<file path="src/logic/cache_rw_pkg.sv">
package cache_rw_pkg;

  // cache geometry of 4 ways by 16 sets with 4 words per line
  localparam int addr_w         = 32;
  localparam int ways           = 4;
  localparam int way_w          = 2;
  localparam int sets           = 16;
  localparam int index_w        = 4;
  localparam int words_per_line = 4;
  localparam int word_w         = 2;
  localparam int bytes_w        = 4;
  localparam int offset_w       = $clog2(bytes_w);
  localparam int tag_w          = addr_w - index_w - word_w - offset_w;

  localparam logic [3:0] io_region = 4'hf;  // top nibble of every uncached IO address

  // controller FSM encodings
  localparam int          state_w     = 3;
  localparam logic [2:0]  st_idle     = 3'd0;
  localparam logic [2:0]  st_lookup   = 3'd1;
  localparam logic [2:0]  st_mem_cmd  = 3'd2;
  localparam logic [2:0]  st_mem_wait = 3'd3;
  localparam logic [2:0]  st_respond  = 3'd4;

  // one address word that is seen either whole or split into its cache fields
  typedef union packed {
    logic [addr_w-1:0] raw;
    struct packed {
      logic [tag_w-1:0]    tag;
      logic [index_w-1:0]  index;
      logic [word_w-1:0]   word;
      logic [offset_w-1:0] offset;
    } f;
  } cache_addr_t;

endpackage

</file>
<file path="src/logic/cache_array_if.sv">
`timescale 1ns/1ps

interface cache_array_if;
  import cache_rw_pkg::*;

  // driven by the controller
  cache_addr_t        addr;     // address held for the request in flight
  logic               wr_en;
  logic [bytes_w-1:0] wr_be;
  logic [addr_w-1:0]  wr_data;
  logic               alloc;    // write goes to free_way and claims it

  // lookup results
  logic               hit;
  logic [way_w-1:0]   hit_way;
  logic               free;
  logic [way_w-1:0]   free_way;   // lowest numbered invalid way of the set
  logic [addr_w-1:0]  rd_data;
  logic [bytes_w-1:0] rd_mask;    // readable bytes of the hit word

  modport ctrl (
    output addr, wr_en, wr_be, wr_data, alloc,
    input  hit, hit_way, free, free_way, rd_data, rd_mask
  );

  modport tag (
    input  addr, alloc,
    output hit, hit_way, free, free_way
  );

  modport data (
    input  addr, wr_en, wr_be, wr_data, alloc, hit_way, free_way,
    output rd_data
  );

  modport readable (
    input  addr, wr_en, wr_be, alloc, hit_way, free_way,
    output rd_mask
  );

endinterface

</file>
<file path="src/logic/cache_readable_array.sv">
`timescale 1ns/1ps

module cache_readable_array (
  input logic              clk,
  input logic              rest,
  cache_array_if.readable  arr
);
  import cache_rw_pkg::*;

  // one bit per byte that is set once the byte has been written into the cache
  logic [bytes_w-1:0] mask_q [ways][sets][words_per_line];
  logic [way_w-1:0]   wr_way;
  logic [index_w-1:0] idx;
  logic [word_w-1:0]  wrd;

  assign idx    = arr.addr.f.index;
  assign wrd    = arr.addr.f.word;
  assign wr_way = arr.alloc ? arr.free_way : arr.hit_way;

  assign arr.rd_mask = mask_q[arr.hit_way][idx][wrd];

  always_ff @(posedge clk or negedge rest) begin
    if (!rest) begin
      for (int w = 0; w < ways; w++) begin
        for (int s = 0; s < sets; s++) begin
          for (int k = 0; k < words_per_line; k++) begin
            mask_q[w][s][k] <= '0;
          end
        end
      end
    end else if (arr.wr_en) begin
      if (arr.alloc) begin
        for (int k = 0; k < words_per_line; k++) begin
          mask_q[wr_way][idx][k] <= '0;  // a fresh line holds nothing readable
        end
        mask_q[wr_way][idx][wrd] <= arr.wr_be;  // overrides the clear for the written word
      end else begin
        mask_q[wr_way][idx][wrd] <= mask_q[wr_way][idx][wrd] | arr.wr_be;
      end
    end
  end

endmodule

</file>
<file path="src/flat_wrapper.sv">
// flat-port wrapper written by rule: the top's interface ports become plain ports
module cache_readable_array_flat import cache_rw_pkg::*;
  (clk, rest, arr_addr, arr_wr_en, arr_wr_be, arr_alloc, arr_hit_way, arr_free_way, arr_rd_mask);
  cache_array_if arr_i ();
  input logic clk;
  input logic rest;
  input wire logic [$bits(arr_i.addr)-1:0] arr_addr;
  input wire logic [$bits(arr_i.wr_en)-1:0] arr_wr_en;
  input wire logic [$bits(arr_i.wr_be)-1:0] arr_wr_be;
  input wire logic [$bits(arr_i.alloc)-1:0] arr_alloc;
  input wire logic [$bits(arr_i.hit_way)-1:0] arr_hit_way;
  input wire logic [$bits(arr_i.free_way)-1:0] arr_free_way;
  output wire logic [$bits(arr_i.rd_mask)-1:0] arr_rd_mask;
  assign arr_i.addr = arr_addr;
  assign arr_i.wr_en = arr_wr_en;
  assign arr_i.wr_be = arr_wr_be;
  assign arr_i.alloc = arr_alloc;
  assign arr_i.hit_way = arr_hit_way;
  assign arr_i.free_way = arr_free_way;
  assign arr_rd_mask = arr_i.rd_mask;
  cache_readable_array u_core (.clk(clk), .rest(rest), .arr(arr_i));
endmodule
</file>
<file path="config.mk">
export PLATFORM = sky130hd
export DESIGN_NAME = cache_readable_array_flat
export DESIGN_NICKNAME = d
export VERILOG_FILES = /design/src/logic/cache_rw_pkg.sv /design/src/logic/cache_array_if.sv /design/src/logic/cache_readable_array.sv /design/src/flat_wrapper.sv
export SDC_FILE = /design/constraint.sdc
export NUM_CORES = 2
export LEC_CHECK = 0
export ABC_CLOCK_PERIOD_IN_PS = 6500
export BUFFER_PORTS_ARGS = -buffer_cell sky130_fd_sc_hd__buf_2
export CAP_MARGIN = 30
export CORE_UTILIZATION = 55
export DETAILED_ROUTE_END_ITERATION = 16
export PLACE_DENSITY_LB_ADDON = 0.15
export RECOVER_POWER = 50
export SLEW_MARGIN = 10
export SYNTH_ARGS = -nofsm -noshare
export SYNTH_HDL_FRONTEND = slang
export SYNTH_SLANG_ARGS = --single-unit
</file>
<file path="constraint.sdc">
create_clock -name clk -period 6.5 [get_ports clk]
set_input_delay 0.325 -clock clk [delete_from_list [all_inputs] [get_ports clk]]
set_output_delay 0.325 -clock clk [all_outputs]
set_load 0.02 [all_outputs]
</file>
==> flow_summary.yaml <==
status:
  status: "finished, violations left"
  violations: "max-capacitance violations, max-slew violations"
power:
  p_leak_uw: 0.0280
  cellPowerDensity_mw_per_mm2: 241
  ir_drop_v: 0.000337
die:
  fp.dieArea_sq_mm: 0.121
  num_io_pins: 48
  die-height_microns: 348
  rows: 126
  core-area_sq_mm: 0.118
  die_w_microns: 348
  start_util: 0.557
setup_path:
  rr_startpoint: "u_core.mask_q[615]"
  cp_cell_sequence: "buf_8, mux2_8, buf_4, mux2i_1, o22ai_1, a2111oi_0, buf_4, nand4_1, o21ai_1, and4b_4, buf_12, a31oi_1"
  cp_slowest_cell: "a2111oi_0"
  start_kind: "input pin"
  critPathMaxFanout: 70
  crit_top_cell: "buf_4"
  max_stage_delay_ns: 0.83
  critPathRequiredTime_ns: 7.14
  path_buf_inv: 4
  critPathKind: "input pin to register"
  end_kind: "register"
  cp-startpoint: "arr_hit_way[0]"
  crit_family: "buffers and inverters"
  arrival_ns: 5.66
sta:
  fin_crit_ns: 5.02
  slew_violations: 855
  fin_crit_sh: 0.773
  layout_setup_ws_ns: 1.48
  worstMarginPinSlew_ns: 3.79
  rsz0062_at_grt: "no"
  clock_skew_ns: 0.0261
  setup_viol: 0
  slew-limit-headroom: -1.53
  hold_violations: 0
  max_freq_ghz: 0.199
  finalSetupTns_ns: 0
grt:
  grt_pass1_wl_mm: 504
  antenna_found_initial: 41
  grt_use_total: 0.590
  grt-ovfl-total: 0
  grt_max_degree: 192
  grt_pass1_vias: 62900
layout:
  drive_gt1_frac: 0.176
  final_cell_area_sq_mm: 0.0724
  fin_nets: 6478
  largest_register_ffs: 1024
  reg_top3: "u_core.mask_q x1024"
  utilization: 0.611
  final_common_cell: "dfrtp_1"
  top_register: "u_core.mask_q"
  final_cell_mix: "dfrtp_1, nand2_1, o21ai_0"
  area_growth_pct: 9.82
synth:
  synth-compound-area-share: 0.267
  synthCells: 6732
  synth_edf_count: 0
  async_flop_share: 1.00
  synth-adder-area-share: 0
  synth_top_area_cell: "dfrtp_1"
  yosysSeqAreaShare: 0.389
  syn_area_per_cell_sq_um: 9.79
  yosys.area_share.simple: 0.108
  synth_area_leaders: "dfrtp_1, mux4_2, o221ai_1, o21ai_0, nand2_1"
  synth_warnings: 0
  netlist_area_sq_mm: 0.0659
  synth_top_area_frac: 0.389
  synth_xor_area_frac: 0
  synthMuxAreaShare: 0.181
  ys_seq_elements: 1024
  syn_nets: 6776
  ys.flop_type: "dfrtp_1"
  synth_cell_types: 70
  synth_top_family_by_area: "compound AO/OA/AOI/OAI gates"
cts:
  cts-resized-gates: 0
  cts_root_buffer: "clkbuf_16"
  clkSinkCount: 1024
  ctsHoldBuffers: 2
  postCtsSetupBuffers: 0
  cts_made_buffers: 115
  htreeDepth: 3
  clk_pin_slew_ns: 0.06
  clk_latency_ns: 0.79
  cts_tree: "done"
  clk_path_buf_depth: 3
routing:
  drc: 0
  drt_first_pass_iters: 8
  drtAntennaViolNets: 0
  vias: 68900
  wire_per_inst_microns: 44.4
  wl_mm: 362
  drt_iter0_drc: 13800
  vias_per_cell: 8.45
place:
  pre_cts_slack_ns: 1.07
  place_hpwl_mm: 241
  gp_congestion: 1.10
  placed_cell_area_sq_mm: 0.0680
  io_buffers: 21
run:
  cap_violations: 13
worst_hold_path:
  holdCritStartpoint: "arr_alloc"
  hold_path_class: "input pin to register"
-- cells by family (layout without fill, tap and decap cells) --
| kind of cell | count (synthesis) | count (layout) |
|---|---|---|
| compound gates | 2540 | 2540 |
| simple gates | 1731 | 1731 |
| flops | 1024 | 1024 |
| buf+inv | 804 | 600 |
| mux | 633 | 633 |
| other cells | 0 | 21 |
-- tightest hold or removal path: cells and delay by family --
kind | cells | cell delay, ns
simple gates | 1 | 0.23
buf+inv | 1 | 0.19
compound gates | 1 | 0.16
-- per-layer routing --
layer	global-route usage	wire, microns	part of all wire	up-vias
met3	0.328	68700	0.19	1769
li1	-	-	-	25900
met1	0.726	118000	0.33	33900
met2	0.776	140000	0.39	7237
met4	0.411	34500	0.095	52
met5	0.0248	748	0.0021	-
-- cell usage after synthesis, drive strengths merged, types with 22 or more instances --
| cell type | n |
|---|---|
| nor2 | 495 |
| a22o | 75 |
| a211oi | 88 |
| mux4 | 444 |
| a22oi | 156 |
| mux2i | 180 |
| a31oi | 212 |
| nand4 | 22 |
| a21oi | 242 |
| nand2 | 950 |
| nand3 | 131 |
| and2 | 23 |
| o22ai | 236 |
| clkbuf | 571 |
| o21ai | 715 |
| dfrtp | 1024 |
| o221ai | 716 |
| buf | 231 |
-- through the flow --
step	std cells	total power (uW)	hold slack, ns
3_5_place_dp	7885	10300	0.420
6_report	8149	17400	0.201
3_3_place_gp	7874	10200	0.421
2_1_floorplan	6732	8860	0.0294
5_1_grt	8135	17600	0.223
4_1_cts	8098	17100	0.164
-- final cells by class --
class,count,area [sq um]
Fill cell,9817,46000
Timing Repair Buffer,387,3760
Clock inverter,51,601
Antenna cell,21,52.6
Inverter,2,10.0
Sequential cell,1024,25600
Multi-Input combinational cell,4904,37000
Tap cell,1600,2000
Clock buffer,160,3310
-- final timing paths --
path	to	slack, ns	depth (start not counted)
setup / recovery	u_core.mask_q[663]	1.48	12
hold / removal	u_core.mask_q[213]	0.20	3
setup reg to reg	u_core.mask_q[663]	2.37	9
hold reg to reg	u_core.mask_q[441]	0.52	2
max in group asynchronous	u_core.mask_q[424]	1.77	4
min in group asynchronous	u_core.mask_q[56]	0.21	2
-- where the power goes --
group | total [uW] | internal [uW] | switching, uW
registers | 7100 | 6750 | 351
logic | 3370 | 1020 | 2350
clock network | 6970 | 3950 | 3020
Power figures use the tool's default switching activity.
