$ cat config.mk
export PLATFORM = sky130hd
export DESIGN_NAME = cache_tag_array_flat
export DESIGN_NICKNAME = d
export VERILOG_FILES = /design/src/logic/cache_rw_pkg.sv /design/src/logic/cache_array_if.sv /design/src/logic/cache_tag_array.sv /design/src/flat_wrapper.sv
export SDC_FILE = /design/constraint.sdc
export NUM_CORES = 1
export LEC_CHECK = 0
export BUFFER_PORTS_ARGS = -buffer_cell sky130_fd_sc_hd__buf_2
export CAP_MARGIN = 15
export CELL_PAD_IN_SITES_DETAIL_PLACEMENT = 1
export CELL_PAD_IN_SITES_GLOBAL_PLACEMENT = 2
export CORE_MARGIN = 4
export CORE_UTILIZATION = 48
export CTS_BUF_LIST = sky130_fd_sc_hd__clkbuf_2 sky130_fd_sc_hd__clkbuf_4 sky130_fd_sc_hd__clkbuf_8
export DETAILED_ROUTE_END_ITERATION = 10
export PLACE_DENSITY = 0.82
export SLEW_MARGIN = 20
export SYNTH_ARGS = -nofsm -noshare
export SYNTH_HDL_FRONTEND = slang
export SYNTH_SLANG_ARGS = --single-unit
$ cat constraint.sdc
create_clock -name clk -period 4.03 [get_ports clk]
set_input_delay 0 -clock clk [delete_from_list [all_inputs] [get_ports clk]]
set_output_delay 0 -clock clk [all_outputs]
set_load 0.02 [all_outputs]
$ cat src/logic/cache_rw_pkg.sv
package cache_rw_pkg;

  // cache geometry of 4 ways by 16 sets with 4 words per line
  localparam int addr_w         = 32;
  localparam int ways           = 4;
  localparam int way_w          = 2;
  localparam int sets           = 16;
  localparam int index_w        = 4;
  localparam int words_per_line = 4;
  localparam int word_w         = 2;
  localparam int bytes_w        = 4;
  localparam int offset_w       = $clog2(bytes_w);
  localparam int tag_w          = addr_w - index_w - word_w - offset_w;

  localparam logic [3:0] io_region = 4'hf;  // top nibble of every uncached IO address

  // controller FSM encodings
  localparam int          state_w     = 3;
  localparam logic [2:0]  st_idle     = 3'd0;
  localparam logic [2:0]  st_lookup   = 3'd1;
  localparam logic [2:0]  st_mem_cmd  = 3'd2;
  localparam logic [2:0]  st_mem_wait = 3'd3;
  localparam logic [2:0]  st_respond  = 3'd4;

  // one address word that is seen either whole or split into its cache fields
  typedef union packed {
    logic [addr_w-1:0] raw;
    struct packed {
      logic [tag_w-1:0]    tag;
      logic [index_w-1:0]  index;
      logic [word_w-1:0]   word;
      logic [offset_w-1:0] offset;
    } f;
  } cache_addr_t;

endpackage

$ cat src/logic/cache_array_if.sv
`timescale 1ns/1ps

interface cache_array_if;
  import cache_rw_pkg::*;

  // driven by the controller
  cache_addr_t        addr;     // address held for the request in flight
  logic               wr_en;
  logic [bytes_w-1:0] wr_be;
  logic [addr_w-1:0]  wr_data;
  logic               alloc;    // write goes to free_way and claims it

  // lookup results
  logic               hit;
  logic [way_w-1:0]   hit_way;
  logic               free;
  logic [way_w-1:0]   free_way;   // lowest numbered invalid way of the set
  logic [addr_w-1:0]  rd_data;
  logic [bytes_w-1:0] rd_mask;    // readable bytes of the hit word

  modport ctrl (
    output addr, wr_en, wr_be, wr_data, alloc,
    input  hit, hit_way, free, free_way, rd_data, rd_mask
  );

  modport tag (
    input  addr, alloc,
    output hit, hit_way, free, free_way
  );

  modport data (
    input  addr, wr_en, wr_be, wr_data, alloc, hit_way, free_way,
    output rd_data
  );

  modport readable (
    input  addr, wr_en, wr_be, alloc, hit_way, free_way,
    output rd_mask
  );

endinterface

$ cat src/logic/cache_tag_array.sv
`timescale 1ns/1ps

module cache_tag_array (
  input logic         clk,
  input logic         rest,
  cache_array_if.tag  arr
);
  import cache_rw_pkg::*;

  logic [sets-1:0][ways-1:0] valid_q;
  logic [tag_w-1:0]          tag_q [sets][ways];
  logic [index_w-1:0]        idx;

  assign idx = arr.addr.f.index;

  // walk the ways from the top down so the lowest numbered match wins
  always_comb begin
    arr.hit      = 1'b0;
    arr.hit_way  = '0;
    arr.free     = 1'b0;
    arr.free_way = '0;
    for (int w = ways - 1; w >= 0; w--) begin
      if (valid_q[idx][w] && (tag_q[idx][w] == arr.addr.f.tag)) begin
        arr.hit     = 1'b1;
        arr.hit_way = way_w'(w);
      end
      if (!valid_q[idx][w]) begin
        arr.free     = 1'b1;
        arr.free_way = way_w'(w);
      end
    end
  end

  always_ff @(posedge clk or negedge rest) begin
    if (!rest) begin
      valid_q <= '0;
    end else if (arr.alloc) begin
      valid_q[idx][arr.free_way] <= 1'b1;
    end
  end

  always_ff @(posedge clk) begin
    if (arr.alloc) begin
      tag_q[idx][arr.free_way] <= arr.addr.f.tag;  // ways are never evicted once claimed
    end
  end

  // the controller only allocates a line that is really absent and has somewhere to go
  a_alloc_on_miss: assert property (@(posedge clk) disable iff (!rest)
    arr.alloc |-> !arr.hit && arr.free);

endmodule

$ cat src/flat_wrapper.sv
// flat-port wrapper written by rule: the top's interface ports become plain ports
module cache_tag_array_flat import cache_rw_pkg::*;
  (clk, rest, arr_addr, arr_alloc, arr_hit, arr_hit_way, arr_free, arr_free_way);
  cache_array_if arr_i ();
  input logic clk;
  input logic rest;
  input wire logic [$bits(arr_i.addr)-1:0] arr_addr;
  input wire logic [$bits(arr_i.alloc)-1:0] arr_alloc;
  output wire logic [$bits(arr_i.hit)-1:0] arr_hit;
  output wire logic [$bits(arr_i.hit_way)-1:0] arr_hit_way;
  output wire logic [$bits(arr_i.free)-1:0] arr_free;
  output wire logic [$bits(arr_i.free_way)-1:0] arr_free_way;
  assign arr_i.addr = arr_addr;
  assign arr_i.alloc = arr_alloc;
  assign arr_hit = arr_i.hit;
  assign arr_hit_way = arr_i.hit_way;
  assign arr_free = arr_i.free;
  assign arr_free_way = arr_i.free_way;
  cache_tag_array u_core (.clk(clk), .rest(rest), .arr(arr_i));
endmodule
==> results.ini <==
[global_route]
grt_pass1_vias = 35400
grt_max_degree = 72
antenna_found_initial = 12
grt_overflow_total = 0
grt_pass1_wl_um = 253000
grt_util_all_layers_pct = 25.8

[timing]
min_period_ns = 4.17
setup_slack_ns = -0.142
finalSetupViolations = 3
worst_pin_slew_ns = 0.999
rsz0062_at_grt = true
fmax_mhz = 240
setup_tns_ns = -0.347
skew_ns = 0.0744
hold_slack_ns = 0.0844
drv_slew = 0
max_slew_margin_pct = 33.4
finalHoldViolations = 0
fin_crit_sh_pct = 104

[layout]
seqCellArea_um2 = 47700
drive_gt1_share_pct = 33.0
area_growth_pct = 15.5
fillers = 11300
multi_input_area_um2 = 15000
final_nets = 3440
fin_area_um2 = 73200
finalNonFillerCells = 5344
final_cell_mix = edfxtp_1 (1536), mux4_2 (356), clkbuf_8 (289)
layout_commonest_cell = edfxtp_1

[floorplanning]
rows = 133
start_util_pct = 48.3
die_h_um = 371
core_um2 = 131000
io_pins = 41
die_x_um = 371
die_area_um2 = 138000

[cts]
path_clk_slew_ns = 0.06
cts_tree = built
numCtsBuffers = 278
clock_latency_ns = 0.98
cts_buffer_depth = 4
root_buffer = clkbuf_8
clock_sinks = 1600
htree_levels = 5

[setup_path]
worstPathRequired_ns = 4.03
slowest_stage = or4_4
end_kind = primary output
critPathLaunchType = register
crit_chain = mux4_2, mux4_2, xnor2_2, nand2_2, a2111oi_4, nand4_1, or4_4, and2_4, and2_4, buf_6
worstPathArrival_ns = 4.17
crit_path_max_fanout = 2
slowest_delay_ns = 0.60
criticalPathCategory = register to primary output
r2r_slack_ns = 0.10

[power]
vdd_drop_max_mv = 0.351
power_density_nw_per_um2 = 498
leakagePower_nw = 24.2

[placement]
dp_slack_ns = -0.363
dp_cells = 4850
gp_congestion = 0.876
place_area_um2 = 67400
portBuffers = 36
dp.final_hpwl_um = 102000

[yosys]
async_flop_share_pct = 4.00
ys_warn_count = 0
ys_seq_area_share_pct = 75.3
yosys-top-cells-area = edfxtp_1 (73%), mux4_2 (13%), mux2i_1 (3.4%), dfrtp_1 (2.5%), xnor2_1 (1.0%)
synth_cell_type_count = 63
syn_inst = 3017
syn_area_per_cell_um2 = 21.0
synth_area_leader_cell = edfxtp_1
syn-num-nets = 3052
synth-main-ff-cell = edfxtp_1
synth_top_area_share_pct = 72.8
ys_ff_latch = 1600
synth-edff-count = 1536
synth.cell_area_um2 = 63400

[routing]
drt-vias-per-instance = 6.21
vias = 33200
remaining_drc_errors = 0
wirelength_um = 175000
ant_nets = 0
wl_per_cell_um = 32.7
drtPass1Iterations = 6
drt_iter0_drc = 4462

[hold_path]
hold_path.class = input pin to register

[status]
status = complete, but fails checks
violations = negative setup slack

[run]
cap_viol_max_count = 0

[state kept, by name, summed over array words and instances (netlist names)]
| name | count |
|---|---|
| u_core.tag_q | 1536 |
| u_core.valid_q | 64 |
[path summary, 6_finish.rpt]
kind / start / end / cells after the start
setup / recovery: u_core.tag_q[3][90] / arr_hit_way[1] / 10
hold / removal: arr_addr[22] / u_core.tag_q[2][86] / 2
setup reg to reg: u_core.valid_q[38] / u_core.tag_q[0][72] / 10
hold reg to reg: u_core.valid_q[30] / u_core.valid_q[30] / 1
max in group asynchronous: rest / u_core.valid_q[21] / 4
min in group asynchronous: rest / u_core.valid_q[34] / 4
[per-layer routing]
layer | vias to the layer above | track usage [%] | wire [um]
li1 | 13300 | - | -
met1 | 17800 | 35.9 | 69100
met2 | 1846 | 41.2 | 84700
met3 | 277 | 5.86 | 16500
met4 | 4 | 7.73 | 4530
met5 | - | 0 | 26
[power by group]
part	switching, mW	internal [mW]	leakage (nW)
clock network	6.33	8.01	2.78
registers	0.195	18.8	14.6
logic	1.89	1.22	6.81
[metrics by stage]
stage / utilization (%) / total power, mW
2_1_floorplan: - / 20.9
3_3_place_gp: 51.3 / 22.1
3_5_place_dp: 51.3 / 22.3
4_1_cts: 55.6 / 36.7
5_1_grt: 55.8 / 37.8
6_report: 55.8 / 36.4
[synthesized netlist by cell type (16+ instances only)]
| cell type | number |
|---|---|
| dfrtp_1 | 64 |
| nor3_1 | 17 |
| edfxtp_1 | 1536 |
| nor2_1 | 93 |
| clkbuf_1 | 48 |
| nand2_1 | 87 |
| buf_4 | 34 |
| a31oi_1 | 16 |
| a22oi_1 | 42 |
| mux4_2 | 354 |
| mux2i_1 | 213 |
| a21oi_1 | 33 |
| xnor2_1 | 75 |
| buf_1 | 19 |
| mux4_1 | 21 |
| or2_2 | 63 |
| buf_2 | 52 |
| o21ai_0 | 23 |
[area by class of cell]
| type | count | share of cell area (%) |
|---|---|---|
| diodes | 5 | 0.0171 |
| clock buffers | 366 | 6.22 |
| clock inverters | 93 | 0.940 |
| inverters | 22 | 0.121 |
| multi-input cells | 1229 | 20.5 |
| flip-flops and latches | 1600 | 65.2 |
| well taps | 1755 | 3.00 |
| repair buffers | 274 | 4.02 |
[cells by family after synthesis]
group | after synthesis | share of synthesized area (%)
flip-flops | 1600 | 75.3
multiplexers | 597 | 17.0
AND/OR/NAND/NOR | 335 | 2.56
AO/OA/AOI/OAI | 208 | 2.33
buffers and inverters | 188 | 1.61
XOR/XNOR | 89 | 1.23
[what timing repair did]
action                     4_1_cts  5_1_grt
setup buffers                    0        2
hold buffers                    28        0
setup endpoints to repair        3       21
resized for setup               25       25
hold endpoints to repair      1532        0
pin swaps                        7        4
[critical path, delay by kind of cell, from the launching register on]
family	cells	cell delay [ns]
multiplexers	2	1.04
AND/OR/NAND/NOR	5	1.26
XOR/XNOR	1	0.20
buffers and inverters	1	0.12
AO/OA/AOI/OAI	1	0.19
flip-flops	1	0.41
No activity file was read; power rests on OpenSTA's default activity.
