File: src/logic/cache_rw_pkg.sv
package cache_rw_pkg;

  // cache geometry of 4 ways by 16 sets with 4 words per line
  localparam int addr_w         = 32;
  localparam int ways           = 4;
  localparam int way_w          = 2;
  localparam int sets           = 16;
  localparam int index_w        = 4;
  localparam int words_per_line = 4;
  localparam int word_w         = 2;
  localparam int bytes_w        = 4;
  localparam int offset_w       = $clog2(bytes_w);
  localparam int tag_w          = addr_w - index_w - word_w - offset_w;

  localparam logic [3:0] io_region = 4'hf;  // top nibble of every uncached IO address

  // controller FSM encodings
  localparam int          state_w     = 3;
  localparam logic [2:0]  st_idle     = 3'd0;
  localparam logic [2:0]  st_lookup   = 3'd1;
  localparam logic [2:0]  st_mem_cmd  = 3'd2;
  localparam logic [2:0]  st_mem_wait = 3'd3;
  localparam logic [2:0]  st_respond  = 3'd4;

  // one address word that is seen either whole or split into its cache fields
  typedef union packed {
    logic [addr_w-1:0] raw;
    struct packed {
      logic [tag_w-1:0]    tag;
      logic [index_w-1:0]  index;
      logic [word_w-1:0]   word;
      logic [offset_w-1:0] offset;
    } f;
  } cache_addr_t;

endpackage

File: src/logic/cache_array_if.sv
`timescale 1ns/1ps

interface cache_array_if;
  import cache_rw_pkg::*;

  // driven by the controller
  cache_addr_t        addr;     // address held for the request in flight
  logic               wr_en;
  logic [bytes_w-1:0] wr_be;
  logic [addr_w-1:0]  wr_data;
  logic               alloc;    // write goes to free_way and claims it

  // lookup results
  logic               hit;
  logic [way_w-1:0]   hit_way;
  logic               free;
  logic [way_w-1:0]   free_way;   // lowest numbered invalid way of the set
  logic [addr_w-1:0]  rd_data;
  logic [bytes_w-1:0] rd_mask;    // readable bytes of the hit word

  modport ctrl (
    output addr, wr_en, wr_be, wr_data, alloc,
    input  hit, hit_way, free, free_way, rd_data, rd_mask
  );

  modport tag (
    input  addr, alloc,
    output hit, hit_way, free, free_way
  );

  modport data (
    input  addr, wr_en, wr_be, wr_data, alloc, hit_way, free_way,
    output rd_data
  );

  modport readable (
    input  addr, wr_en, wr_be, alloc, hit_way, free_way,
    output rd_mask
  );

endinterface

File: src/logic/cache_rw_ctrl.sv
`timescale 1ns/1ps

module cache_rw_ctrl (
  input  logic                               clk,
  input  logic                               rest,
  input  logic                               req_valid,
  output logic                               req_ready,
  input  logic                               req_write,
  input  logic [cache_rw_pkg::addr_w-1:0]    req_addr,
  input  logic [cache_rw_pkg::bytes_w-1:0]   req_be,
  input  logic [cache_rw_pkg::addr_w-1:0]    req_wdata,
  output logic                               rsp_valid,
  input  logic                               rsp_ready,
  output logic [cache_rw_pkg::addr_w-1:0]    rsp_rdata,
  output logic                               mem_cmd_valid,
  input  logic                               mem_cmd_ready,
  output logic                               mem_cmd_write,
  output logic [cache_rw_pkg::addr_w-1:0]    mem_cmd_addr,
  output logic [cache_rw_pkg::bytes_w-1:0]   mem_cmd_be,
  output logic [cache_rw_pkg::addr_w-1:0]    mem_cmd_wdata,
  input  logic                               mem_rsp_valid,
  input  logic [cache_rw_pkg::addr_w-1:0]    mem_rsp_rdata,
  cache_array_if.ctrl                        arr
);
  import cache_rw_pkg::*;

  logic [state_w-1:0] state;
  cache_addr_t        req_addr_q;
  logic               req_write_q;
  logic [bytes_w-1:0] req_be_q;
  logic [addr_w-1:0]  req_wdata_q;
  logic [addr_w-1:0]  mem_rdata_q;  // memory word, zero when the cache served the read
  logic               is_io;
  logic               readable_ok;
  logic               forward;
  logic [bytes_w-1:0] cache_mask;
  logic [addr_w-1:0]  merged;

  assign req_ready = (state == st_idle);

  assign is_io       = (req_addr_q.raw[addr_w-1 -: 4] == io_region);
  assign readable_ok = ((arr.rd_mask & req_be_q) == req_be_q);

  // anything the cache cannot serve on its own goes to memory
  assign forward = is_io ||
                   (!req_write_q && (!arr.hit || !readable_ok)) ||
                   (req_write_q && !arr.hit && !arr.free);

  assign arr.addr    = req_addr_q;
  assign arr.wr_en   = (state == st_lookup) && req_write_q && !forward;
  assign arr.alloc   = arr.wr_en && !arr.hit;  // write miss claims the free way
  assign arr.wr_be   = req_be_q;
  assign arr.wr_data = req_wdata_q;

  assign mem_cmd_write = req_write_q;
  assign mem_cmd_addr  = req_addr_q.raw;
  assign mem_cmd_be    = req_be_q;
  assign mem_cmd_wdata = req_wdata_q;

  // cached readable bytes take priority over whatever memory returned
  assign cache_mask = (arr.hit && !is_io) ? arr.rd_mask : '0;

  always_comb begin
    for (int b = 0; b < bytes_w; b++) begin
      merged[8*b +: 8] = cache_mask[b] ? arr.rd_data[8*b +: 8] : mem_rdata_q[8*b +: 8];
    end
  end

  always_ff @(posedge clk or negedge rest) begin
    if (!rest) begin
      state         <= st_idle;
      rsp_valid     <= 1'b0;
      mem_cmd_valid <= 1'b0;
    end else begin
      case (state)
        st_idle: begin
          if (req_valid) state <= st_lookup;
        end
        st_lookup: begin
          state <= forward ? st_mem_cmd : st_respond;  // cache writes land on this edge
        end
        st_mem_cmd: begin
          if (!mem_cmd_valid) begin
            mem_cmd_valid <= 1'b1;
          end else if (mem_cmd_ready) begin
            mem_cmd_valid <= 1'b0;
            state         <= st_mem_wait;
          end
        end
        st_mem_wait: begin
          if (mem_rsp_valid) state <= st_respond;  // writes are acknowledged too
        end
        st_respond: begin
          if (!rsp_valid) begin
            rsp_valid <= 1'b1;
          end else if (rsp_ready) begin
            rsp_valid <= 1'b0;
            state     <= st_idle;
          end
        end
        default: state <= st_idle;
      endcase
    end
  end

  always_ff @(posedge clk) begin
    if (req_valid && req_ready) begin
      req_addr_q.raw <= req_addr;
      req_write_q    <= req_write;
      req_be_q       <= req_be;
      req_wdata_q    <= req_wdata;
      mem_rdata_q    <= '0;
    end
    if (state == st_mem_wait && mem_rsp_valid) mem_rdata_q <= mem_rsp_rdata;
    if (state == st_respond && !rsp_valid) begin
      rsp_rdata <= req_write_q ? '0 : merged;
    end
  end

  // the requester and the memory may stall and nothing moves under them until they accept
  a_rsp_hold: assert property (@(posedge clk) disable iff (!rest)
    rsp_valid && !rsp_ready |=> rsp_valid && $stable(rsp_rdata));

  a_mem_cmd_hold: assert property (@(posedge clk) disable iff (!rest)
    mem_cmd_valid && !mem_cmd_ready |=> mem_cmd_valid && $stable(mem_cmd_addr));

endmodule

File: src/flat_wrapper.sv
// flat-port wrapper written by rule: the top's interface ports become plain ports
module cache_rw_ctrl_flat import cache_rw_pkg::*;
  (clk, rest, req_valid, req_ready, req_write, req_addr, req_be, req_wdata, rsp_valid, rsp_ready, rsp_rdata, mem_cmd_valid, mem_cmd_ready, mem_cmd_write, mem_cmd_addr, mem_cmd_be, mem_cmd_wdata, mem_rsp_valid, mem_rsp_rdata, arr_addr, arr_wr_en, arr_wr_be, arr_wr_data, arr_alloc, arr_hit, arr_hit_way, arr_free, arr_free_way, arr_rd_data, arr_rd_mask);
  cache_array_if arr_i ();
  input  logic clk;
  input  logic rest;
  input  logic req_valid;
  output logic req_ready;
  input  logic req_write;
  input  logic [cache_rw_pkg::addr_w-1:0] req_addr;
  input  logic [cache_rw_pkg::bytes_w-1:0] req_be;
  input  logic [cache_rw_pkg::addr_w-1:0] req_wdata;
  output logic rsp_valid;
  input  logic rsp_ready;
  output logic [cache_rw_pkg::addr_w-1:0] rsp_rdata;
  output logic mem_cmd_valid;
  input  logic mem_cmd_ready;
  output logic mem_cmd_write;
  output logic [cache_rw_pkg::addr_w-1:0] mem_cmd_addr;
  output logic [cache_rw_pkg::bytes_w-1:0] mem_cmd_be;
  output logic [cache_rw_pkg::addr_w-1:0] mem_cmd_wdata;
  input  logic mem_rsp_valid;
  input  logic [cache_rw_pkg::addr_w-1:0] mem_rsp_rdata;
  output wire logic [$bits(arr_i.addr)-1:0] arr_addr;
  output wire logic [$bits(arr_i.wr_en)-1:0] arr_wr_en;
  output wire logic [$bits(arr_i.wr_be)-1:0] arr_wr_be;
  output wire logic [$bits(arr_i.wr_data)-1:0] arr_wr_data;
  output wire logic [$bits(arr_i.alloc)-1:0] arr_alloc;
  input wire logic [$bits(arr_i.hit)-1:0] arr_hit;
  input wire logic [$bits(arr_i.hit_way)-1:0] arr_hit_way;
  input wire logic [$bits(arr_i.free)-1:0] arr_free;
  input wire logic [$bits(arr_i.free_way)-1:0] arr_free_way;
  input wire logic [$bits(arr_i.rd_data)-1:0] arr_rd_data;
  input wire logic [$bits(arr_i.rd_mask)-1:0] arr_rd_mask;
  assign arr_addr = arr_i.addr;
  assign arr_wr_en = arr_i.wr_en;
  assign arr_wr_be = arr_i.wr_be;
  assign arr_wr_data = arr_i.wr_data;
  assign arr_alloc = arr_i.alloc;
  assign arr_i.hit = arr_hit;
  assign arr_i.hit_way = arr_hit_way;
  assign arr_i.free = arr_free;
  assign arr_i.free_way = arr_free_way;
  assign arr_i.rd_data = arr_rd_data;
  assign arr_i.rd_mask = arr_rd_mask;
  cache_rw_ctrl u_core (.clk(clk), .rest(rest), .req_valid(req_valid), .req_ready(req_ready), .req_write(req_write), .req_addr(req_addr), .req_be(req_be), .req_wdata(req_wdata), .rsp_valid(rsp_valid), .rsp_ready(rsp_ready), .rsp_rdata(rsp_rdata), .mem_cmd_valid(mem_cmd_valid), .mem_cmd_ready(mem_cmd_ready), .mem_cmd_write(mem_cmd_write), .mem_cmd_addr(mem_cmd_addr), .mem_cmd_be(mem_cmd_be), .mem_cmd_wdata(mem_cmd_wdata), .mem_rsp_valid(mem_rsp_valid), .mem_rsp_rdata(mem_rsp_rdata), .arr(arr_i));
endmodule
File: config.mk
export PLATFORM = sky130hd
export DESIGN_NAME = cache_rw_ctrl_flat
export DESIGN_NICKNAME = d
export VERILOG_FILES = /design/src/logic/cache_rw_pkg.sv /design/src/logic/cache_array_if.sv /design/src/logic/cache_rw_ctrl.sv /design/src/flat_wrapper.sv
export SDC_FILE = /design/constraint.sdc
export NUM_CORES = 1
export LEC_CHECK = 0
export BUFFER_PORTS_ARGS = -buffer_cell sky130_fd_sc_hd__buf_2
export CAP_MARGIN = 20
export CORE_AREA = 2 2 126 128
export CTS_CLUSTER_SIZE = 30
export DETAILED_ROUTE_END_ITERATION = 10
export DIE_AREA = 0 0 128 130
export PLACE_DENSITY = 0.82
export SLEW_MARGIN = 30
export SYNTH_ARGS = -nofsm -noshare
export SYNTH_HDL_FRONTEND = slang
export SYNTH_SLANG_ARGS = --single-unit
File: constraint.sdc
create_clock -name clk -period 3.5 [get_ports clk]
set_input_delay 0.175 -clock clk [delete_from_list [all_inputs] [get_ports clk]]
set_output_delay 0.175 -clock clk [all_outputs]
set_load 0.02 [all_outputs]
==> impl_metrics.xml, run 1 <==
<?xml version="1.0" encoding="UTF-8"?>
<metrics>
  <group name="worst_setup_path">
    <metric name="highest_net_fanout_along_the_worst_path" unit="">38</metric>
    <metric name="critical_path.reg2reg.startpoint" unit="">u_core.state[0]</metric>
    <metric name="crit_required" unit="ns">3.55</metric>
    <metric name="timing.critical_path.arrival" unit="ns">2.26</metric>
    <metric name="start_kind" unit="">flop</metric>
    <metric name="path_delay_family" unit="">simple AND/OR/NAND/NOR gates</metric>
    <metric name="path_cells" unit="">nor3_1 -&gt; and2_4 -&gt; buf_4</metric>
    <metric name="worst-r2r-setup-slack" unit="ns">1.29</metric>
    <metric name="max_stage_delay" unit="ns">0.53</metric>
    <metric name="timing.critical_path.buf_inv" unit="">1</metric>
    <metric name="setup.worst_path.end_class" unit="">flop</metric>
    <metric name="crit_path_top_delay_cell" unit="">sky130_fd_sc_hd__buf_4</metric>
    <metric name="critical_path_class" unit="">reg2reg</metric>
    <metric name="critPathLaunch" unit="">u_core.state[0]</metric>
  </group>
  <group name="detailed_routing">
    <metric name="route.top_layer_used" unit="">met4</metric>
    <metric name="route.met3.wl" unit="µm">921</metric>
    <metric name="route.vias.total" unit="">3986</metric>
    <metric name="wl" unit="µm">15100</metric>
    <metric name="wl_met1" unit="µm">5930</metric>
    <metric name="initialDrtViolationCount" unit="">250</metric>
    <metric name="route.met2.wl" unit="µm">8010</metric>
    <metric name="wl_per_cell" unit="µm">17.0</metric>
    <metric name="drcViolationCount" unit="">0</metric>
    <metric name="dr.pass1.iters" unit="">4</metric>
    <metric name="ant_nets" unit="">0</metric>
    <metric name="drt-vias-per-instance" unit="">4.48</metric>
  </group>
  <group name="clock_network">
    <metric name="path_clk_slew" unit="ns">0.06</metric>
    <metric name="cts_hold_repair.buffers" unit="">70</metric>
    <metric name="clock_tree_from_tritoncts" unit="">done</metric>
    <metric name="clock_sinks" unit="">138</metric>
    <metric name="h-tree-depth" unit="">4</metric>
    <metric name="cts_setup_buffers" unit="">0</metric>
    <metric name="postCtsResizedCells" unit="">0</metric>
    <metric name="clockRootBuffer" unit="">sky130_fd_sc_hd__clkbuf_16</metric>
    <metric name="worst_skew_pair.late_latency" unit="ns">0.42</metric>
    <metric name="cts.path.max_buffers" unit="">2</metric>
    <metric name="cts_made_buffers" unit="">17</metric>
  </group>
  <group name="sta">
    <metric name="final_period_minus_worst_setup_slack" unit="ns">2.21</metric>
    <metric name="finalSetupViolCount" unit="">0</metric>
    <metric name="setup_repair_after_global_routing_missed_its_margin" unit="">false</metric>
    <metric name="worst_skew" unit="ns">0.0116</metric>
    <metric name="final.period_utilization" unit="%">63.1</metric>
    <metric name="max_slew.worst_pin.slew" unit="ns">0.945</metric>
    <metric name="totalNegativeSetupSlack" unit="ns">0</metric>
    <metric name="timing_max_transition_violations_final" unit="">0</metric>
    <metric name="fmax" unit="GHz">0.453</metric>
    <metric name="report.final.hold_viol_count" unit="">0</metric>
    <metric name="timing.max_slew.rel_slack" unit="%">36.9</metric>
  </group>
  <group name="grt">
    <metric name="number_of_antenna_violations_at_the_first_check_in_global_routing" unit="">1</metric>
    <metric name="pin_count_of_the_biggest_net_entering_global_routing" unit="">39</metric>
    <metric name="grt_pass1_wl" unit="µm">21400</metric>
    <metric name="gr-total-overflow" unit="">0</metric>
    <metric name="grtUsageTotal" unit="%">17.6</metric>
    <metric name="vias_in_the_first_global_route" unit="">4050</metric>
  </group>
  <group name="floorplan">
    <metric name="core_region_area" unit="µm²">15400</metric>
    <metric name="io_pins" unit="">323</metric>
    <metric name="die_width" unit="µm">128</metric>
    <metric name="initial_util" unit="%">36.8</metric>
    <metric name="dieArea" unit="µm²">16600</metric>
    <metric name="rows" unit="">46</metric>
    <metric name="die_h" unit="µm">130</metric>
  </group>
  <group name="yosys">
    <metric name="asyncSetResetFlopFracSynth" unit="%">3.62</metric>
    <metric name="library_cells_used_by_synthesis" unit="">31</metric>
    <metric name="synthesis.yosys.warnings" unit="">0</metric>
    <metric name="yosys_most_used_dff" unit="">sky130_fd_sc_hd__edfxtp_1</metric>
    <metric name="seq_area_frac_synth" unit="%">72.6</metric>
    <metric name="synth.top_cells.by_area" unit="">sky130_fd_sc_hd__edfxtp_1, sky130_fd_sc_hd__buf_4, sky130_fd_sc_hd__mux2i_1</metric>
    <metric name="synth_largest_area_cell" unit="">sky130_fd_sc_hd__edfxtp_1</metric>
    <metric name="synth_seq_cells" unit="">138</metric>
    <metric name="synth-edff-count" unit="">133</metric>
    <metric name="syn_area_cell" unit="µm²">16.2</metric>
    <metric name="synthCells" unit="">350</metric>
    <metric name="mappedNetlistNets" unit="">499</metric>
    <metric name="netlist_area" unit="µm²">5670</metric>
    <metric name="synthMostInstantiatedCell" unit="">sky130_fd_sc_hd__edfxtp_1</metric>
    <metric name="synth_top_cell_area_share" unit="%">70.4</metric>
    <metric name="synth.cells.most_frequent" unit="">sky130_fd_sc_hd__edfxtp_1, sky130_fd_sc_hd__buf_4, sky130_fd_sc_hd__nor2_1, sky130_fd_sc_hd__mux2i_1, sky130_fd_sc_hd__and2_4</metric>
  </group>
  <group name="place">
    <metric name="place.detailed.hpwl" unit="µm">10300</metric>
    <metric name="dp.cells" unit="">785</metric>
    <metric name="portBuffers" unit="">318</metric>
    <metric name="gp_routability_congestion" unit="">0.804</metric>
  </group>
  <group name="final_layout">
    <metric name="share_of_post_route_cells_with_drive_strength_above_1" unit="%">55.1</metric>
    <metric name="nets" unit="">831</metric>
    <metric name="flow.area_growth_from_synthesis" unit="%">46.4</metric>
    <metric name="finish.cell_count_without_fillers" unit="">889</metric>
  </group>
  <group name="worst_hold_path">
    <metric name="class_of_the_most_critical_hold_timing_path" unit="">in2reg</metric>
    <metric name="min_from" unit="">mem_rsp_rdata[8]</metric>
  </group>
  <group name="power_and_ir_drop">
    <metric name="p_leak" unit="nW">3.75</metric>
    <metric name="p_total" unit="mW">6.19</metric>
    <metric name="irDropWorstVdd" unit="µV">473</metric>
    <metric name="p_per_area" unit="nW/µm²">745</metric>
  </group>
  <group name="outcome">
    <metric name="run_status" unit="">finished clean</metric>
  </group>
  <group name="job">
    <metric name="maxCapViolations" unit="">0</metric>
  </group>
</metrics>
-- cells by family (layout without fill, tap and decap cells) --
logic type | Yosys count | count (layout) | share of synthesized area (%)
and+or+nand+nor | 90 | 90 | 9.88
other | 0 | 2 | 0
DFF | 138 | 138 | 72.6
buffers and inverters | 79 | 424 | 10.4
AOI/OAI and AO/OA | 11 | 11 | 1.48
muxes | 32 | 32 | 5.65
-- power by group --
| part | switching [mW] | internal (mW) |
|---|---|---|
| Combinational | 1.12 | 0.555 |
| Sequential | 0.200 | 2.35 |
| Clock | 0.697 | 1.27 |
-- placed cells by master (no fill, tap or decap), types with 2 or more instances in the layout --
cell,synthesis,routed
sky130_fd_sc_hd__buf_2,1,318
sky130_fd_sc_hd__edfxtp_1,133,133
sky130_fd_sc_hd__dlygate4sd3_1,0,70
sky130_fd_sc_hd__nor2_1,36,35
sky130_fd_sc_hd__mux2i_1,32,32
sky130_fd_sc_hd__and2_4,22,23
sky130_fd_sc_hd__clkbuf_16,0,17
sky130_fd_sc_hd__and2_1,11,10
sky130_fd_sc_hd__bufinv_16,0,5
sky130_fd_sc_hd__dfrtp_1,5,5
sky130_fd_sc_hd__nand3_2,4,4
sky130_fd_sc_hd__nor2b_1,4,4
sky130_fd_sc_hd__nand2_1,3,3
sky130_fd_sc_hd__inv_6,0,3
sky130_fd_sc_hd__buf_4,68,3
sky130_fd_sc_hd__diode_2,0,2
sky130_fd_sc_hd__nor3_1,2,2
sky130_fd_sc_hd__nand2b_1,2,2
sky130_fd_sc_hd__a21o_1,2,2
sky130_fd_sc_hd__o21ai_0,2,2
sky130_fd_sc_hd__a211o_1,2,2
sky130_fd_sc_hd__clkinvlp_4,0,2
sky130_fd_sc_hd__clkinv_4,0,2
-- layout make-up --
| type | count | area [µm²] |
|---|---|---|
| Fill cell | 1245 | 7120 |
| Timing Repair Buffer | 391 | 2310 |
| Multi-Input combinational cell | 133 | 975 |
| Clock inverter | 14 | 218 |
| Sequential cell | 138 | 4120 |
| Antenna cell | 2 | 5.00 |
| Inverter | 1 | 3.75 |
| Clock buffer | 18 | 429 |
| Tap cell | 192 | 240 |
-- stage by stage --
stage	area [µm²]	utilization, %	hold slack, ns	setup WS (ns)
6_report	8300	53.8	0.0391	1.29
5_1_grt	8300	53.8	0.0295	1.15
4_1_cts	8300	53.8	0.0195	1.28
3_5_place_dp	6950	45.1	-0.00209	1.29
3_3_place_gp	6950	45.1	-0.00187	1.40
2_1_floorplan	5680	-	-0.121	0.152
-- path summary, 6_finish.rpt --
kind                                           to  cells past startpoint
hold reg to reg                   u_core.state[0]                      1
hold / removal              u_core.mem_rdata_q[8]                      2
setup reg to reg           u_core.arr.wr_data[19]                      3
min in group asynchronous         u_core.state[1]                      2
max in group asynchronous        u_core.rsp_valid                      2
setup / recovery           u_core.arr.wr_data[19]                      3
-- sequential cells by signal (all words and copies together) (netlist names) --
| name | flops |
|---|---|
| u_core.arr.addr | 32 |
| u_core.arr.wr_data | 32 |
| u_core.rsp_valid | 1 |
| u_core.arr.wr_be | 4 |
| u_core.rsp_rdata | 32 |
| u_core.state | 3 |
| u_core.mem_cmd_valid | 1 |
| u_core.mem_rdata_q | 32 |
| u_core.mem_cmd_write | 1 |
-- routing by layer --
| layer | track usage [%] | vias to the layer above |
|---|---|---|
| met5 | 0 | - |
| met4 | 7.18 | 0 |
| met3 | 4.96 | 19 |
| met2 | 31.5 | 187 |
| met1 | 19.9 | 1935 |
| li1 | - | 1845 |
Note: power is estimated with default switching activity, not from simulation.
==> run 2, diff against run 1 <==
- clock period: 3.5 -> 1.95 ns (I/O delays scaled with it)
==> run 2 against run 1 <==
Sequential share of layout area fell by 3.3 points. Routed wire length rose by 13%. First-iteration DRC count rose by 29%. Non-clock buffer count rose by 63. Largest cell class unchanged.
==> impl_metrics.xml, run 2 (synthesized netlist as in run 1, its figures left out) <==
<?xml version="1.0" encoding="UTF-8"?>
<metrics>
  <group name="outcome">
    <metric name="run_status" unit="">finished clean</metric>
  </group>
  <group name="clock_network">
    <metric name="clock_tree_from_tritoncts" unit="">done</metric>
    <metric name="h-tree-depth" unit="">4</metric>
    <metric name="cts.path.max_buffers" unit="">2</metric>
    <metric name="path_clk_slew" unit="ns">0.06</metric>
    <metric name="clockRootBuffer" unit="">sky130_fd_sc_hd__clkbuf_16</metric>
    <metric name="worst_skew_pair.late_latency" unit="ns">0.42</metric>
    <metric name="clock_sinks" unit="">138</metric>
    <metric name="cts_setup_buffers" unit="">0</metric>
    <metric name="cts_made_buffers" unit="">17</metric>
  </group>
  <group name="place">
    <metric name="portBuffers" unit="">318</metric>
    <metric name="place.detailed.hpwl" unit="µm">11000</metric>
    <metric name="dp.cells" unit="">787</metric>
    <metric name="gp_routability_congestion" unit="">0.826</metric>
    <metric name="dpl_cell_area" unit="µm²">7010</metric>
    <metric name="pre_cts_slack" unit="ns">0.275</metric>
  </group>
  <group name="sta">
    <metric name="max_slew.worst_pin.slew" unit="ns">0.506</metric>
    <metric name="timing.max_slew.rel_slack" unit="%">65.8</metric>
    <metric name="worst_skew" unit="ns">0.00847</metric>
    <metric name="timing_max_transition_violations_final" unit="">0</metric>
    <metric name="finalSetupViolCount" unit="">0</metric>
    <metric name="setup_repair_after_global_routing_missed_its_margin" unit="">false</metric>
    <metric name="final.period_utilization" unit="%">94.6</metric>
    <metric name="timing.final.ws_setup" unit="ns">0.104</metric>
    <metric name="report.final.hold_viol_count" unit="">0</metric>
    <metric name="fmax" unit="GHz">0.542</metric>
    <metric name="final_period_minus_worst_setup_slack" unit="ns">1.85</metric>
    <metric name="worst_hold_margin" unit="ns">0.0114</metric>
    <metric name="totalNegativeSetupSlack" unit="ns">0</metric>
  </group>
  <group name="floorplan">
    <metric name="die_h" unit="µm">130</metric>
    <metric name="initial_util" unit="%">36.8</metric>
    <metric name="die_width" unit="µm">128</metric>
    <metric name="rows" unit="">46</metric>
    <metric name="io_pins" unit="">323</metric>
    <metric name="dieArea" unit="µm²">16600</metric>
    <metric name="core_region_area" unit="µm²">15400</metric>
  </group>
  <group name="grt">
    <metric name="gr-total-overflow" unit="">0</metric>
    <metric name="vias_in_the_first_global_route" unit="">4384</metric>
    <metric name="number_of_antenna_violations_at_the_first_check_in_global_routing" unit="">1</metric>
    <metric name="grt_pass1_wl" unit="µm">24200</metric>
    <metric name="pin_count_of_the_biggest_net_entering_global_routing" unit="">70</metric>
    <metric name="grtUsageTotal" unit="%">20.1</metric>
  </group>
  <group name="worst_setup_path">
    <metric name="highest_net_fanout_along_the_worst_path" unit="">8</metric>
    <metric name="crit_required" unit="ns">1.85</metric>
    <metric name="timing.critical_path.arrival" unit="ns">1.75</metric>
    <metric name="critical_path_class" unit="">reg2out</metric>
    <metric name="setup.worst_path.end_class" unit="">primary output</metric>
    <metric name="start_kind" unit="">flop</metric>
    <metric name="worst-r2r-setup-slack" unit="ns">0.32</metric>
  </group>
  <group name="final_layout">
    <metric name="nets" unit="">894</metric>
    <metric name="mostFrequentLayoutCells" unit="">sky130_fd_sc_hd__buf_2, sky130_fd_sc_hd__edfxtp_1, sky130_fd_sc_hd__dlygate4sd3_1, sky130_fd_sc_hd__nor2_1, sky130_fd_sc_hd__mux2i_1</metric>
    <metric name="multi_input_comb_area" unit="µm²">988</metric>
    <metric name="fin_area" unit="µm²">8910</metric>
    <metric name="share_of_post_route_cells_with_drive_strength_above_1" unit="%">51.4</metric>
    <metric name="fin_util" unit="%">57.7</metric>
    <metric name="flow.area_growth_from_synthesis" unit="%">57.0</metric>
    <metric name="finish.cell_count_without_fillers" unit="">950</metric>
    <metric name="area.sequential" unit="µm²">4120</metric>
    <metric name="fillerInstances" unit="">1159</metric>
    <metric name="most_frequent_standard_cell_in_the_layout_excluding_fill_and_tap_cells" unit="">sky130_fd_sc_hd__buf_2</metric>
  </group>
  <group name="detailed_routing">
    <metric name="dr.pass1.iters" unit="">5</metric>
    <metric name="wl" unit="µm">17100</metric>
    <metric name="ant_nets" unit="">0</metric>
    <metric name="route.vias.total" unit="">4287</metric>
    <metric name="initialDrtViolationCount" unit="">323</metric>
    <metric name="drt-vias-per-instance" unit="">4.51</metric>
    <metric name="wl_per_cell" unit="µm">18.0</metric>
    <metric name="drcViolationCount" unit="">0</metric>
  </group>
  <group name="worst_hold_path">
    <metric name="class_of_the_most_critical_hold_timing_path" unit="">in2reg</metric>
  </group>
  <group name="power_and_ir_drop">
    <metric name="p_per_area" unit="nW/µm²">1240</metric>
    <metric name="irDropWorstVdd" unit="µV">981</metric>
    <metric name="p_leak" unit="nW">3.99</metric>
    <metric name="p_total" unit="mW">11.0</metric>
  </group>
  <group name="job">
    <metric name="maxCapViolations" unit="">0</metric>
  </group>
</metrics>
run 2: final timing paths:
| check | cells after the start | from | to |
|---|---|---|---|
| min in group asynchronous | 3 | rest | u_core.rsp_valid |
| max | 4 | u_core.state[0] | arr_alloc |
| min reg2reg | 1 | u_core.state[2] | u_core.state[0] |
| max reg2reg | 3 | u_core.state[1] | u_core.mem_rdata_q[2] |
| min | 3 | arr_rd_data[18] | u_core.rsp_rdata[18] |
| max in group asynchronous | 3 | rest | u_core.state[1] |
run 2: worst max-delay path: stages (launching register included):
cell and delay, ns:
sky130_fd_sc_hd__dfrtp_2 0.46, sky130_fd_sc_hd__nor2b_4 0.18, sky130_fd_sc_hd__or2b_1 0.30, sky130_fd_sc_hd__nor3_1 0.19
sky130_fd_sc_hd__buf_2 0.19
run 2: cell type report:
type	count	share of cell area, %
clock inverters	13	1.73
well taps	192	2.70
inverters	1	0.0421
flip-flops and latches	138	46.3
diodes	1	0.0281
repair buffers	454	33.3
clock buffers	18	4.82
multi-input cells	133	11.1
run 2: power breakdown:
| group | leakage (nW) | internal [mW] | switching, mW | total [mW] |
|---|---|---|---|---|
| clock | 0.279 | 1.99 | 1.22 | 3.21 |
| sequential | 1.31 | 4.21 | 0.392 | 4.61 |
| combinational | 2.40 | 1.12 | 2.07 | 3.19 |
| total | 3.99 | 7.33 | 3.68 | 11.0 |
run 2: per-layer routing:
metal	GRT usage (%)	vias to the layer above	wire length (µm)
met5	0	-	0
met2	35.8	213	9160
met1	22.7	2068	6560
met3	5.78	30	993
met4	8.53	0	380
li1	-	1976	-
run 2: repair_timing:
action | 4_1_cts | 5_1_grt
hold buffers | 131 | 0
endpoints found under the setup margin | 0 | 2
hold endpoints to repair | 135 | 0
gates resized for setup | 0 | 1
==> run 3, diff against run 2 <==
- MAX_ROUTING_LAYER: not set -> met4
==> run 3 against run 2 <==
Sequential power is essentially flat. Setup slack gained 0.0023 ns. Sequential cell count is the same. Routed wire length grew 0.13%. Clock skew is essentially flat. Register-to-register slack is essentially flat. Count of clock-buffer cells in the layout is the same. Power is essentially flat. Worst hold slack gained 0.0046 ns. First-iteration DRC count grew 4.3%. Global-route usage grew 0.60 points.
==> impl_metrics.xml, run 3 (synthesized netlist as in run 1, its figures left out) <==
<?xml version="1.0" encoding="UTF-8"?>
<metrics>
  <group name="grt">
    <metric name="vias_in_the_first_global_route" unit="">4399</metric>
    <metric name="grt_pass1_wl" unit="µm">24200</metric>
    <metric name="pin_count_of_the_biggest_net_entering_global_routing" unit="">70</metric>
    <metric name="gr-total-overflow" unit="">0</metric>
    <metric name="number_of_antenna_violations_at_the_first_check_in_global_routing" unit="">1</metric>
    <metric name="grtUsageTotal" unit="%">20.7</metric>
  </group>
  <group name="sta">
    <metric name="report.final.hold_viol_count" unit="">0</metric>
    <metric name="worst_skew" unit="ns">0.00807</metric>
    <metric name="timing.max_slew.rel_slack" unit="%">66.4</metric>
    <metric name="max_slew.worst_pin.slew" unit="ns">0.498</metric>
    <metric name="worst_hold_margin" unit="ns">0.0160</metric>
    <metric name="fmax" unit="GHz">0.542</metric>
    <metric name="final.period_utilization" unit="%">94.5</metric>
    <metric name="finalSetupViolCount" unit="">0</metric>
    <metric name="timing.final.ws_setup" unit="ns">0.107</metric>
    <metric name="setup_repair_after_global_routing_missed_its_margin" unit="">false</metric>
    <metric name="final_period_minus_worst_setup_slack" unit="ns">1.84</metric>
    <metric name="totalNegativeSetupSlack" unit="ns">0</metric>
    <metric name="timing_max_transition_violations_final" unit="">0</metric>
  </group>
  <group name="worst_setup_path">
    <metric name="setup.worst_path.end_class" unit="">primary output</metric>
    <metric name="timing.critical_path.arrival" unit="ns">1.75</metric>
    <metric name="critical_path.reg2reg.startpoint" unit="">u_core.state[2]</metric>
    <metric name="critPathLaunch" unit="">u_core.state[0]</metric>
    <metric name="start_kind" unit="">flop</metric>
    <metric name="highest_net_fanout_along_the_worst_path" unit="">8</metric>
    <metric name="critical_path_class" unit="">reg2out</metric>
    <metric name="crit_required" unit="ns">1.85</metric>
  </group>
  <group name="power_and_ir_drop">
    <metric name="p_total" unit="mW">11.0</metric>
    <metric name="irDropWorstVdd" unit="µV">987</metric>
    <metric name="p_per_area" unit="nW/µm²">1240</metric>
    <metric name="p_leak" unit="nW">3.99</metric>
  </group>
  <group name="floorplan">
    <metric name="initial_util" unit="%">36.8</metric>
    <metric name="rows" unit="">46</metric>
    <metric name="die_width" unit="µm">128</metric>
    <metric name="die_h" unit="µm">130</metric>
    <metric name="dieArea" unit="µm²">16600</metric>
    <metric name="io_pins" unit="">323</metric>
    <metric name="core_region_area" unit="µm²">15400</metric>
  </group>
  <group name="final_layout">
    <metric name="fillerInstances" unit="">1159</metric>
    <metric name="fin_util" unit="%">57.7</metric>
    <metric name="nets" unit="">894</metric>
    <metric name="most_frequent_standard_cell_in_the_layout_excluding_fill_and_tap_cells" unit="">sky130_fd_sc_hd__buf_2</metric>
    <metric name="flow.area_growth_from_synthesis" unit="%">57.0</metric>
    <metric name="fin_area" unit="µm²">8910</metric>
    <metric name="mostFrequentLayoutCells" unit="">sky130_fd_sc_hd__buf_2, sky130_fd_sc_hd__edfxtp_1, sky130_fd_sc_hd__dlygate4sd3_1, sky130_fd_sc_hd__nor2_1, sky130_fd_sc_hd__mux2i_1</metric>
    <metric name="share_of_post_route_cells_with_drive_strength_above_1" unit="%">51.4</metric>
    <metric name="finish.cell_count_without_fillers" unit="">950</metric>
  </group>
  <group name="detailed_routing">
    <metric name="drcViolationCount" unit="">0</metric>
    <metric name="route.top_layer_used" unit="">met4</metric>
    <metric name="wl_per_cell" unit="µm">18.0</metric>
    <metric name="route.met3.wl" unit="µm">998</metric>
    <metric name="initialDrtViolationCount" unit="">337</metric>
    <metric name="wl_met1" unit="µm">6600</metric>
    <metric name="wl" unit="µm">17100</metric>
    <metric name="ant_nets" unit="">0</metric>
    <metric name="route.vias.total" unit="">4317</metric>
    <metric name="dr.pass1.iters" unit="">4</metric>
    <metric name="drt-vias-per-instance" unit="">4.54</metric>
    <metric name="route.met2.wl" unit="µm">9130</metric>
  </group>
  <group name="clock_network">
    <metric name="path_clk_slew" unit="ns">0.06</metric>
    <metric name="cts_setup_buffers" unit="">0</metric>
    <metric name="worst_skew_pair.late_latency" unit="ns">0.42</metric>
    <metric name="cts_made_buffers" unit="">17</metric>
    <metric name="clock_tree_from_tritoncts" unit="">done</metric>
    <metric name="clockRootBuffer" unit="">sky130_fd_sc_hd__clkbuf_16</metric>
    <metric name="cts.path.max_buffers" unit="">2</metric>
    <metric name="clock_sinks" unit="">138</metric>
    <metric name="h-tree-depth" unit="">4</metric>
  </group>
  <group name="job">
    <metric name="maxCapViolations" unit="">0</metric>
  </group>
  <group name="worst_hold_path">
    <metric name="min_from" unit="">arr_rd_data[18]</metric>
    <metric name="class_of_the_most_critical_hold_timing_path" unit="">in2reg</metric>
  </group>
  <group name="outcome">
    <metric name="run_status" unit="">finished clean</metric>
  </group>
  <group name="place">
    <metric name="portBuffers" unit="">318</metric>
    <metric name="dpl_cell_area" unit="µm²">7010</metric>
    <metric name="pre_cts_slack" unit="ns">0.275</metric>
    <metric name="place.detailed.hpwl" unit="µm">11000</metric>
    <metric name="gp_routability_congestion" unit="">0.839</metric>
    <metric name="dp.cells" unit="">787</metric>
  </group>
</metrics>
==> run 3: cell counts in the layout (fill, tap and decap cells not counted) <==
No cell type changed its count.
==> run 3: final timing paths <==
path                                              end  slack, ns  depth (start not counted)
worst max register to register  u_core.mem_rdata_q[2]       0.32                          3
worst max-delay path                        arr_alloc       0.11                          4
worst min register to register        u_core.state[0]       0.54                          1
max in group asynchronous             u_core.state[1]       1.12                          3
worst min-delay path             u_core.rsp_rdata[18]       0.02                          3
min in group asynchronous            u_core.rsp_valid       0.61                          3
==> run 3: area by class of cell <==
type	instances	area (µm²)	area share [%]
sequential	138	4120	46.3
timing repair buffer	454	2970	33.3
multi-input combinational	133	988	11.1
clock buffer	18	429	4.82
tap	192	240	2.70
clock inverter	13	154	1.73
inverter	1	3.75	0.0421
antenna	1	2.50	0.0281
==> run 3: repair_timing <==
item / in CTS / in global routing
resized for setup: 0 / 1
hold endpoints to repair: 135 / 0
endpoints found under the setup margin: 0 / 2
hold buffers: 131 / 0
==> run 3: worst max-delay path: stages (launching register included) <==
cell                      delay (ns)
sky130_fd_sc_hd__dfrtp_2        0.46
sky130_fd_sc_hd__nor2b_4        0.18
sky130_fd_sc_hd__or2b_1         0.30
sky130_fd_sc_hd__nor3_1         0.19
sky130_fd_sc_hd__buf_2          0.19
==> run 3: metal layers <==
layer	global-route usage, %	up-vias
met2	35.8	219
li1	-	1977
met3	5.49	31
met1	22.7	2090
met5	-	-
met4	8.53	0
==> run 3: where the power goes <==
part	switching [mW]	leakage (nW)	total, mW	internal (mW)
Combinational	2.07	2.40	3.19	1.12
Clock	1.22	0.279	3.21	1.99
Sequential	0.394	1.31	4.61	4.21
Total	3.68	3.99	11.0	7.33
